`src/design/renamePkg.sv`:
```
`default_nettype none

package renamePkg;

    // Architectural registers, r0 reads as zero and is never renamed
    localparam int NUM_ARCH = 8;

    // Physical register tags
    localparam int NUM_TAGS = 16;

    typedef logic [$clog2(NUM_ARCH)-1:0] ArchReg;
    typedef logic [$clog2(NUM_TAGS)-1:0] Tag;

    // Wraps around, order is taken from the signed difference
    typedef logic [5:0] SqN;

    typedef struct packed {
        logic       valid;
        ArchReg     rs0;
        ArchReg     rs1;
        ArchReg     rd;
        logic [7:0] imm;
    } DecUop;

    typedef struct packed {
        logic       valid;
        SqN         sqN;
        Tag         tagA;
        Tag         tagB;
        logic       availA;
        logic       availB;
        Tag         tagDst;
        logic       hasDst;
        ArchReg     rd;
        logic [7:0] imm;
    } RenUop;

    typedef struct packed {
        logic   valid;
        ArchReg rd;
        Tag     tagDst;
        SqN     sqN;
    } ComUop;

    typedef struct packed {
        logic valid;
        Tag   tag;
    } WbResult;

endpackage

`default_nettype wire

```
`src/design/renameTable.sv`:
```
`default_nettype none
`timescale 1ns/10ps

module renameTable import renamePkg::*; #(
    parameter int WIDTH = 2
) (
    input  wire                 clk,
    input  wire                 rst,
    input  wire                 flush,
    input  wire ArchReg         lookupIds [2*WIDTH],
    output Tag                  lookupTags [2*WIDTH],
    output logic [2*WIDTH-1:0]  lookupAvail,
    input  wire [WIDTH-1:0]     issueValid,
    input  wire ArchReg         issueIds [WIDTH],
    input  wire Tag             issueTags [WIDTH],
    input  wire ComUop          comUop [WIDTH],
    output Tag                  commitPrevTags [WIDTH],
    output logic [WIDTH-1:0]    commitPrevValid,
    input  wire WbResult        wbRes [WIDTH]
);

    Tag                  specMap [NUM_ARCH];
    Tag                  comMap [NUM_ARCH];
    Tag                  comMapNext [NUM_ARCH];
    logic [NUM_TAGS-1:0] ready;

    // Lookups see the map from before this cycle's issue writes
    always_comb begin
        for (int i = 0; i < 2*WIDTH; i++) begin
            lookupTags[i] = specMap[lookupIds[i]];
            lookupAvail[i] = ready[lookupTags[i]];
            // Writeback in the same cycle counts as ready
            for (int k = 0; k < WIDTH; k++) begin
                if (wbRes[k].valid && wbRes[k].tag == lookupTags[i])
                    lookupAvail[i] = 1'b1;
            end
        end
    end

    // Tag released by each commit
    always_comb begin
        for (int i = 0; i < WIDTH; i++) begin
            commitPrevValid[i] = comUop[i].valid && comUop[i].rd != '0;
            commitPrevTags[i] = comMap[comUop[i].rd];
            // A younger commit to the same register retires this op's own tag
            for (int j = i + 1; j < WIDTH; j++) begin
                if (comUop[j].valid && comUop[j].rd == comUop[i].rd)
                    commitPrevTags[i] = comUop[i].tagDst;
            end
        end
    end

    always_comb begin
        comMapNext = comMap;
        for (int i = 0; i < WIDTH; i++) begin
            if (commitPrevValid[i])
                comMapNext[comUop[i].rd] = comUop[i].tagDst;
        end
    end

    always_ff @(posedge clk) begin
        if (rst) begin
            // Identity mapping, every tag holds a value
            for (int r = 0; r < NUM_ARCH; r++) begin
                specMap[r] <= Tag'(r);
                comMap[r] <= Tag'(r);
            end
            ready <= '1;
        end else begin
            comMap <= comMapNext;
            if (flush) begin
                // Committed values are all written back
                specMap <= comMapNext;
                ready <= '1;
            end else begin
                for (int k = 0; k < WIDTH; k++) begin
                    if (wbRes[k].valid)
                        ready[wbRes[k].tag] <= 1'b1;
                end
                // Slot order, last writer wins
                for (int i = 0; i < WIDTH; i++) begin
                    if (issueValid[i]) begin
                        specMap[issueIds[i]] <= issueTags[i];
                        ready[issueTags[i]] <= 1'b0;
                    end
                end
            end
        end
    end

endmodule

`default_nettype wire

```
`src/design/tagFreeList.sv`:
```
`default_nettype none
`timescale 1ns/10ps

module tagFreeList import renamePkg::*; #(
    parameter int WIDTH = 2
) (
    input  wire              clk,
    input  wire              rst,
    input  wire              flush,
    input  wire [WIDTH-1:0]  allocReq,
    output Tag               allocTags [WIDTH],
    output logic             enough,
    input  wire              allocTake,
    input  wire [WIDTH-1:0]  freeValid,
    input  wire Tag          freeTags [WIDTH],
    input  wire ComUop       comUop [WIDTH]
);

    logic [NUM_TAGS-1:0] freeVec;
    logic [NUM_TAGS-1:0] freeNext;
    logic [NUM_TAGS-1:0] comOwned;
    logic [NUM_TAGS-1:0] comOwnedNext;

    // Lowest free tags go to requesting slots in order
    always_comb begin
        logic [NUM_TAGS-1:0] pool;
        logic found;
        pool = freeVec;
        enough = 1'b1;
        for (int i = 0; i < WIDTH; i++) begin
            allocTags[i] = '0;
            found = 1'b0;
            for (int t = 0; t < NUM_TAGS; t++) begin
                if (allocReq[i] && !found && pool[t]) begin
                    allocTags[i] = Tag'(t);
                    pool[t] = 1'b0;
                    found = 1'b1;
                end
            end
            if (allocReq[i] && !found)
                enough = 1'b0;
        end
    end

    // Committed ownership, set before release so a tag
    // overwritten within one commit group ends up free
    always_comb begin
        comOwnedNext = comOwned;
        for (int i = 0; i < WIDTH; i++) begin
            if (comUop[i].valid && comUop[i].rd != '0)
                comOwnedNext[comUop[i].tagDst] = 1'b1;
        end
        for (int i = 0; i < WIDTH; i++) begin
            if (freeValid[i])
                comOwnedNext[freeTags[i]] = 1'b0;
        end
    end

    always_comb begin
        freeNext = freeVec;
        if (allocTake) begin
            for (int i = 0; i < WIDTH; i++) begin
                if (allocReq[i])
                    freeNext[allocTags[i]] = 1'b0;
            end
        end
        for (int i = 0; i < WIDTH; i++) begin
            if (freeValid[i])
                freeNext[freeTags[i]] = 1'b1;
        end
    end

    always_ff @(posedge clk) begin
        if (rst) begin
            // Low tags back the identity mapping
            for (int t = 0; t < NUM_TAGS; t++) begin
                freeVec[t] <= (t >= NUM_ARCH);
                comOwned[t] <= (t < NUM_ARCH);
            end
        end else begin
            comOwned <= comOwnedNext;
            freeVec <= flush ? ~comOwnedNext : freeNext;
        end
    end

endmodule

`default_nettype wire

```
`src/design/renameStage.sv`:
```
`default_nettype none
`timescale 1ns/10ps

module renameStage import renamePkg::*; #(
    parameter int WIDTH = 2
) (
    input  wire                 clk,
    input  wire                 rst,
    input  wire                 en,
    input  wire                 flush,
    input  wire SqN             flushSqN,
    input  wire DecUop          decUop [WIDTH],
    output ArchReg              lookupIds [2*WIDTH],
    input  wire Tag             lookupTags [2*WIDTH],
    input  wire [2*WIDTH-1:0]   lookupAvail,
    output logic [WIDTH-1:0]    issueValid,
    output ArchReg              issueIds [WIDTH],
    output Tag                  issueTags [WIDTH],
    output logic [WIDTH-1:0]    allocReq,
    input  wire Tag             allocTags [WIDTH],
    input  wire                 enough,
    output logic                allocTake,
    output logic                stall,
    output RenUop               renUop [WIDTH],
    output SqN                  nextSqN
);

    SqN                 counterSqN;
    SqN                 bundleEndSqN;
    SqN                 opSqN [WIDTH];
    logic               accept;
    Tag                 srcTag [2*WIDTH];
    logic [2*WIDTH-1:0] srcAvail;

    assign stall = !enough;
    assign accept = en && !stall && !flush;
    assign allocTake = accept;
    assign nextSqN = counterSqN;

    always_comb begin
        for (int i = 0; i < WIDTH; i++) begin
            lookupIds[2*i] = decUop[i].rs0;
            lookupIds[2*i+1] = decUop[i].rs1;
            allocReq[i] = decUop[i].valid && decUop[i].rd != '0;
            issueValid[i] = accept && allocReq[i];
            issueIds[i] = decUop[i].rd;
            issueTags[i] = allocTags[i];
        end
    end

    // Sources of op i may hit destinations of ops before it
    always_comb begin
        for (int s = 0; s < 2*WIDTH; s++) begin
            srcTag[s] = lookupTags[s];
            srcAvail[s] = lookupAvail[s];
            for (int j = 0; j < s / 2; j++) begin
                if (allocReq[j] && decUop[j].rd == lookupIds[s]) begin
                    srcTag[s] = allocTags[j];
                    srcAvail[s] = 1'b0;
                end
            end
        end
    end

    // Consecutive numbers over the valid ops only
    always_comb begin
        bundleEndSqN = counterSqN;
        for (int i = 0; i < WIDTH; i++) begin
            opSqN[i] = bundleEndSqN;
            if (decUop[i].valid)
                bundleEndSqN = bundleEndSqN + SqN'(1);
        end
    end

    always_ff @(posedge clk) begin
        if (rst) begin
            counterSqN <= '0;
            for (int i = 0; i < WIDTH; i++)
                renUop[i].valid <= 1'b0;
        end else if (flush) begin
            // Restart right after the branch
            counterSqN <= flushSqN + SqN'(1);
            for (int i = 0; i < WIDTH; i++)
                renUop[i].valid <= 1'b0;
        end else if (accept) begin
            counterSqN <= bundleEndSqN;
            for (int i = 0; i < WIDTH; i++) begin
                renUop[i].valid <= decUop[i].valid;
                renUop[i].sqN <= opSqN[i];
                renUop[i].tagA <= srcTag[2*i];
                renUop[i].tagB <= srcTag[2*i+1];
                renUop[i].availA <= srcAvail[2*i];
                renUop[i].availB <= srcAvail[2*i+1];
                renUop[i].tagDst <= allocTags[i];
                renUop[i].hasDst <= allocReq[i];
                renUop[i].rd <= decUop[i].rd;
                renUop[i].imm <= decUop[i].imm;
            end
        end else begin
            // Never hold a bundle, the payload just stays put
            for (int i = 0; i < WIDTH; i++)
                renUop[i].valid <= 1'b0;
        end
    end

endmodule

`default_nettype wire

```
`src/design/renameTop.sv`:
```
`default_nettype none
`timescale 1ns/10ps

module renameTop import renamePkg::*; #(
    parameter int WIDTH = 2
) (
    input  wire           clk,
    input  wire           rst,
    input  wire           en,
    input  wire DecUop    decUop [WIDTH],
    input  wire ComUop    comUop [WIDTH],
    input  wire WbResult  wbRes [WIDTH],
    input  wire           flush,
    input  wire SqN       flushSqN,
    output logic          stall,
    output RenUop         renUop [WIDTH],
    output SqN            nextSqN
);

    ArchReg             lookupIds [2*WIDTH];
    Tag                 lookupTags [2*WIDTH];
    logic [2*WIDTH-1:0] lookupAvail;
    logic [WIDTH-1:0]   issueValid;
    ArchReg             issueIds [WIDTH];
    Tag                 issueTags [WIDTH];
    logic [WIDTH-1:0]   allocReq;
    Tag                 allocTags [WIDTH];
    logic               enough;
    logic               allocTake;
    Tag                 commitPrevTags [WIDTH];
    logic [WIDTH-1:0]   commitPrevValid;

    renameTable #(.WIDTH(WIDTH)) table_i (
        .clk(clk), .rst(rst), .flush(flush),
        .lookupIds(lookupIds), .lookupTags(lookupTags), .lookupAvail(lookupAvail),
        .issueValid(issueValid), .issueIds(issueIds), .issueTags(issueTags),
        .comUop(comUop), .commitPrevTags(commitPrevTags),
        .commitPrevValid(commitPrevValid), .wbRes(wbRes)
    );

    // Tags retired by commits go straight back to the pool
    tagFreeList #(.WIDTH(WIDTH)) freeList_i (
        .clk(clk), .rst(rst), .flush(flush),
        .allocReq(allocReq), .allocTags(allocTags), .enough(enough),
        .allocTake(allocTake), .freeValid(commitPrevValid),
        .freeTags(commitPrevTags), .comUop(comUop)
    );

    renameStage #(.WIDTH(WIDTH)) stage_i (
        .clk(clk), .rst(rst), .en(en), .flush(flush), .flushSqN(flushSqN),
        .decUop(decUop), .lookupIds(lookupIds), .lookupTags(lookupTags),
        .lookupAvail(lookupAvail), .issueValid(issueValid), .issueIds(issueIds),
        .issueTags(issueTags), .allocReq(allocReq), .allocTags(allocTags),
        .enough(enough), .allocTake(allocTake), .stall(stall),
        .renUop(renUop), .nextSqN(nextSqN)
    );

endmodule

`default_nettype wire

```
`config.mk`:
```
export PLATFORM = sky130hd
export DESIGN_NAME = renameTop
export DESIGN_NICKNAME = d
export VERILOG_FILES = /design/src/design/renamePkg.sv /design/src/design/renameTable.sv /design/src/design/tagFreeList.sv /design/src/design/renameStage.sv /design/src/design/renameTop.sv
export SDC_FILE = /design/constraint.sdc
export NUM_CORES = 1
export LEC_CHECK = 0
export BUFFER_PORTS_ARGS = -buffer_cell sky130_fd_sc_hd__buf_2
export CORE_ASPECT_RATIO = 1.4
export CORE_UTILIZATION = 54
export DETAILED_ROUTE_END_ITERATION = 6
export PLACE_DENSITY = 0.78
export SYNTH_ARGS = -nofsm -noshare
export SYNTH_HDL_FRONTEND = slang
export SYNTH_HIERARCHICAL = 1
export SYNTH_SLANG_ARGS = --single-unit
```
`constraint.sdc`:
```
create_clock -name clk -period 8.63 [get_ports clk]
set_clock_uncertainty 0.1 [all_clocks]
set_input_delay 0.863 -clock clk [delete_from_list [all_inputs] [get_ports clk]]
set_output_delay 0.863 -clock clk [all_outputs]
set_load 0.02 [all_outputs]
```
# Word-level counts from Yosys, hierarchy flattened
# Cells that the tools add are included.
# classes
addsub	3
order_cmp	32
eq_ne	11
mux	173
n_bitwise	28
n_reduce_logical	139
# op_table
op	n
16-bit two-way mux	21
32-bit two-way mux	7
4-bit two-way mux	35
32-bit bitwise mux	4
16-bit AND	6
16-bit bitwise OR	6
1-bit logical AND	95
16-bit NOT	5
4-bit binary-select mux with 3-bit select	6
1-bit two-way mux	68
4-bit by 5-bit less-than comparator with 1-bit output (second input constant)	12
4-bit demux with 3-bit select	4
1-bit logical NOT	34
1-bit demux with 4-bit select	8
4-bit == test	8
4-bit by 1-bit >= comparator with 1-bit output (second input constant)	8
4-bit >= comparator (second input constant)	8
3-bit NOT with 4-bit output	8
3-bit two-way mux	8
6-bit two-way mux	4
6-bit by 1-bit adder with 6-bit output (second input constant)	3
1-bit binary-select mux with 4-bit select	4
4-bit by 1-bit less-than comparator with 1-bit output (second input constant)	4
3-bit nonzero test	4
7 further kinds	16
# totals
reg_bits	184
in_bits	84
output_inout_bits	73
word_cells	426

# Longest topological paths before layout
# logic_depth
word_depth	80
depth_mapped	22
ltp_nobuf	18

# Cells and area by module
# Netlist, hierarchy kept.
# by_module_without_submodules
module	instances	cells_each	area_each_um2	seq_area_each_um2
renameTable	1	895	7472.2	1601.5
renameStage	1	199	3106.7	2082.0
tagFreeList	1	382	2736.4	640.6

# Worst setup path before layout
# No wires, ideal clock.
# synth_path
path_kind	in2reg
startpoint	input port decUop[26] in the netlist's numbering
endpoint	register, netlist name stage_i/renUop[65]
setup_ns	0.084
arrival_time_ns	8.045
required_time_ns	8.446
setup_slack_ns	0.401
stages	14
n_path_buf	2
path_cell_list	o31ai_4 -> inv_1 -> clkbuf_1 -> nor2b_1 -> a221o_1 -> nand3_1 -> nor4_2 -> nor2_1 -> o21ai_0 -> a21oi_1 -> nand2_1 -> clkbuf_1 -> nor3_1 -> and2_2
# synth_between
elab_chain_len	73
elab_cells_between_ends	152
cone_classes	50 x mux; 1 x bitwise; 101 x reduce/logical
# synth_rtl
item	line_no	text
start: declaration	renameTop.sv:10	input wire DecUop decUop [WIDTH],
3-bit nonzero test *	renameStage.sv:44	allocReq[i] = decUop[i].valid && decUop[i].rd != '0;
1-bit logical AND *	renameStage.sv:44	
via allocReq[0]	renameTop.sv:26	logic [WIDTH-1:0] allocReq;
1-bit logical AND	tagFreeList.sv:34	if (allocReq[i] && !found && pool[t]) begin
1-bit two-way mux	tagFreeList.sv:34	
1-bit logical AND / 1-bit logical NOT (equally long branches)	tagFreeList.sv:34	
1-bit two-way mux / 1-bit logical AND (equally long branches)	tagFreeList.sv:34	
1-bit logical NOT / 1-bit logical AND (equally long branches)	tagFreeList.sv:34	
[58 not listed]	-	
1-bit two-way mux	tagFreeList.sv:34	
1-bit logical NOT	tagFreeList.sv:40	if (allocReq[i] && !found)
1-bit logical AND	tagFreeList.sv:40	
1-bit two-way mux *	tagFreeList.sv:40	
via enough	renameTop.sv:28	logic enough;
1-bit logical AND * (2 in series)	renameStage.sv:36	assign accept = en && !stall && !flush;
1-bit NOT (no source line) *	-	
3-bit OR reduction (no source line) *	-	
# The timed path passes the listed nets; every way through them passes the cells marked *.
# A chain may end at the register's enable or synchronous reset.

# Final worst setup path
# layout_path
startpoint	input port decUop[26] in the netlist's numbering
endpoint	register table_i/specMap[20] in the netlist's numbering
# layout_between
elab_chain_len	78
elab_cells_between_ends	195
cone_classes	2 x order compare; 89 x mux; 1 x bitwise; 103 x reduce/logical
# layout_rtl
item	line_no	text
3-bit nonzero test *	renameStage.sv:44	
1-bit logical AND *	renameStage.sv:44	
via allocReq[0]	renameTop.sv:26	
1-bit logical AND	tagFreeList.sv:34	
1-bit two-way mux	tagFreeList.sv:34	
1-bit logical AND / 1-bit logical NOT (equally long branches)	tagFreeList.sv:34	
1-bit two-way mux / 1-bit logical AND (equally long branches)	tagFreeList.sv:34	
1-bit logical NOT / 1-bit logical AND (equally long branches)	tagFreeList.sv:34	
[62 not listed]	-	
via enough	renameTop.sv:28	
[2 not listed]	-	
1-bit logical AND *	renameStage.sv:45	issueValid[i] = accept && allocReq[i];
via issueValid[0]	renameTop.sv:23	logic [WIDTH-1:0] issueValid;
32-bit two-way mux *	renameTable.sv:82	if (issueValid[i]) begin
32-bit two-way mux *	renameTable.sv:71	if (flush) begin
32-bit two-way mux *	renameTable.sv:62	if (rst) begin
32-bit bitwise mux	renameTable.sv:83	specMap[issueIds[i]] <= issueTags[i];
32-bit two-way mux *	renameTable.sv:82	
32-bit two-way mux *	renameTable.sv:71	
end signal: indexed assignment	renameTable.sv:65	specMap[r] <= Tag'(r);
end signal: assignment	renameTable.sv:73	specMap <= comMapNext;
end signal: indexed assignment	renameTable.sv:83	
end: declaration	renameTable.sv:22	Tag specMap [NUM_ARCH];
# The timed path passes the listed nets; every way through them passes the cells marked *. The select of a mux whose other input is x is not followed.

==> results.md <==
- Clk slew on worst S/H paths: about 0.080 ns
- Worst setup EP type: flop
- Top-area cell type share of the netlist area: about 18%
- Die Y: 188 um
- Clk pwr share: about 34%
- CP Buf/Inv Count: 3
- Standard-cell rows: 67
- CTS tree: yes
- Number of synthesized register bits: about 180
- Final nets: between 1,500 and 2,000
- XOR/XNOR share of the synthesized area: between 4 and 5%
- Status: completed
- Switching pwr: just over 0.0008 W
- Crit path cell chain: buf_2 -> o31ai_4 -> inv_1 -> nor2b_1 -> a221o_1 -> nand3_1 -> nor4_2 -> nor2_1 -> o21ai_0 -> a21oi_1 -> nand2_1 -> nor3_1 -> buf_4 -> nand2b_1 -> nor3b_1 -> mux2i_1 -> a21oi_1 -> o22a_1
- RR Startpoint: freeList_i/freeVec[3]$_SDFF_PP0_
- R2R cell count: 15
- Count leader, synth: nor2_1
- Top Usage Layer GRT: met2
- Number of I/O pins: roughly 160
- Sequential cell area fraction in the yosys report: approximately a third
- Area of the core: 24,100 um2
- Main combinational cell family by area after synthesis: multiplexers
- DR vias/cell: approximately 6.7
- Reg2reg end: table_i/specMap[20]$_SDFF_PP0_
- Asr flop ratio synth: 0%
- Hold_ws: 0.384 ns
- DR iter-0 viols: approximately 1,200
- Kind of critical path: in2reg
- Area contributors post-synth: dfxtp_1 (18%), edfxtp_1 (14%), mux2i_1 (9.0%)
- Share of cells above drive strength 1: 20.4%
- Max-Cap Viols: 0
- Syn Area/Cell: approximately 9 um2
- Detail Route Antenna Nets: 0
- Minimum clock period: ~5.4 ns
- Peak supply drop: 0.156 mV
- Worst hold path type: reg2reg
- Element type at the critical path start: input pin
- Commonest cells in the synthesized netlist: nor2_1 (124), dfxtp_1 (120), mux2i_1 (120), a21oi_1 (96), nand2_1 (85)
- Worst-path fanout max: 14
- CTS hold repair buffers: 0
- CTS buffer count: 17
- Leading register cell type out of synthesis: dfxtp_1
- Top cell by count, worst path: a21oi_1
- Unique cell type count in the Yosys netlist: ~90
- Fin Setup TNS: 0 ns
- Largest net degree at the start of global routing: 65
- Sequential Power Share: between 40% and 50%
- Synth Net Count: approximately 1,600
- Actual slew at the worst max-slew pin: about 1.2 ns
- Number of global-route vias before repair: ~12,000
- Max incr delay on CP: around 0.83 ns
- Postcts setup bufs: 0
- Internal power: between 0.0015 and 0.002 W
- Sw Share: 33.6%
- Area leader, netlist: dfxtp_1
- Worst skew pair latency: approximately 0.45 ns
- Fin crit share: ~63%
- Initial antenna violation count: 0
- Critical path startpoint: decUop[26]
- Worst Setup EP: table_i/specMap[20]$_SDFF_PP0_
- Clock Path Buffers: 2
- Endpoint required time on the critical path: 8.88 ns
- Wirelength, routed: between 40 and 50 mm
- Compound-Gate Fraction of Synth Area: 18.2%
- Initial Util: between 50 and 60%
- Cell count along the critical path: 18
- Routability cong.: approximately 0.96
- Post-DP HPWL: a little over 30 mm
- Ant diodes: 0
- Adder-cell share of the synthesized area: less than 1%
- Max-slew headroom: approximately 22%
- Met3 Usage GRT: 5.30%
- Lkg Pwr: ~5.6 nW
- Setup-failing EPs final: 0
- Gate power share: 25.3%
- Final hold violation count: 0
- Vias: ~12,000
- P&R area growth vs syn: 8.55%
- WL/cell: between 20 and 25 um
- M2 GR Usage: a little under 60%
- Die footprint: approximately 25,000 um2
- CTS H-tree lvls: 4
- Worst EP arrival: around 5.7 ns
- Post-CTS sizing: 0
- Initial DRT Pass Iterations: 5
- Flop2flop setup slack: roughly 3.8 ns
- CP max stage cell: nor3b_1
- Width of the die: approximately 130 um
- CTS sink cnt: between 150 and 200
- Family with the most delay on the worst path: simple AND/OR/NAND/NOR gates
- Root Buffer: clkbuf_16
- Pwr Density: approximately 170 nW/um2
- Total track usage: between 30 and 40%
- Cell Area, Synth: 13,300 um2
- Simple-gate share of the synthesized area: about a fifth
- Filler cell count: about 2,100
- RSZ-0062 raised after global routing: no
- Fmax: between 150 and 200 MHz
- Mapped Cells: 1,476
- GR Overflow Total: 0
- Warnings from Yosys: 6
- # DRC: 0
- Post-synthesis mux area share: about a fifth
- Power consumption: roughly 0.0024 W
- Grt met1 use: ~37%
- Global-route wire length before repair: 66.0 mm
- Final Max Slew Viols: 0
- EDFF count, synth: 64
- IO Port Bufs: 144
==> flip-flops by register name, summed over array words and instances (netlist names) <==
name	flops
freeList_i/comOwned	16
table_i/comMap	32
table_i/specMap	32
stage_i/renUop	66
stage_i/nextSqN	6
table_i/ready	16
freeList_i/freeVec	16
==> layer usage <==
layer	vias up	routed length [um]
li1	5601	-
met2	643	21100
met5	-	0
met4	0	3390
met3	184	2880
met1	5865	15100
==> cell usage in the layout (no fill, tap or decap), types with 13 or more instances in the layout <==
master and n:
mux2i_1 120, nand3_1 47, buf_2 144, o22ai_1 36, a221oi_1 21, xor2_1 26, mux2_2 34, nand2b_1 20
buf_4 14, nor2b_1 24, o22a_1 18, nor2_1 124, mux4_2 33, nand4_1 14, o21ai_0 72, nor3_1 69
nand2_1 85, xnor2_1 32, dfxtp_1 120, clkbuf_16 17, a21oi_1 96, nand3b_1 13, edfxtp_1 64, a211oi_1 31
inv_1 42, a31oi_1 14, or2_2 19
==> how the worst min path moves through the flow <==
stage,from,slack (ns),cells past startpoint,end
global route,freeList_i/comOwned[12]$_SDFF_PP0_,0.39,2,freeList_i/comOwned[12]$_SDFF_PP0_
global placement,freeList_i/comOwned[12]$_SDFF_PP0_,0.34,2,freeList_i/comOwned[12]$_SDFF_PP0_
floorplan,freeList_i/comOwned[12]$_SDFF_PP0_,0.33,2,freeList_i/comOwned[12]$_SDFF_PP0_
finish,freeList_i/comOwned[12]$_SDFF_PP0_,0.38,2,freeList_i/comOwned[12]$_SDFF_PP0_
CTS,freeList_i/comOwned[12]$_SDFF_PP0_,0.38,2,freeList_i/comOwned[12]$_SDFF_PP0_
detailed placement,freeList_i/comOwned[12]$_SDFF_PP0_,0.36,2,freeList_i/comOwned[12]$_SDFF_PP0_
==> per-stage QoR <==
| step | setup WS, ns | util, % | instances | area (um2) |
|---|---|---|---|---|
| 6_report | 3.18 | 60.1 | 1841 | 14500 |
| 5_1_grt | 2.83 | 60.1 | 1841 | 14500 |
| 4_1_cts | 3.24 | 60.1 | 1841 | 14500 |
| 3_5_place_dp | 2.84 | 57.6 | 1809 | 13800 |
| 3_3_place_gp | 2.92 | 57.6 | 1809 | 13800 |
| 2_1_floorplan | 0.401 | - | 1476 | 13300 |
==> layout make-up <==
| class | count | area [um2] | area share [%] |
|---|---|---|---|
| sequential | 184 | 4320 | 29.9 |
| timing repair buffer | 158 | 826 | 5.71 |
| tap | 310 | 388 | 2.68 |
| inverter | 44 | 165 | 1.14 |
| clock buffer | 19 | 443 | 3.06 |
| clock inverter | 13 | 163 | 1.13 |
| multi-input combinational | 1113 | 8150 | 56.4 |
==> power by group through the flow <==
stage | clock network, W | registers, W | logic [W]
3_3_place_gp | 0 | 0.00102 | 0.000593
2_1_floorplan | 0 | 0.00101 | 0.000459
6_report | 0.000823 | 0.00100 | 0.000619
4_1_cts | 0.000829 | 0.00100 | 0.000607
3_5_place_dp | 0 | 0.00102 | 0.000605
5_1_grt | 0.000854 | 0.00101 | 0.000664
==> worst min-delay path, cell delays in order (launching register included) <==
cell and delay [ns]:
dfxtp_1 0.32, a221oi_1 0.05, nor2_1 0.08
==> kinds of logic after synthesis <==
logic type	after synthesis
AO/OA/AOI/OAI	366
XOR/XNOR	60
adder cells (fa/ha/maj)	9
buffers and inverters	179
flip-flops	184
multiplexers	198
AND/OR/NAND/NOR	480
Note: power is estimated with default switching activity, not from simulation.
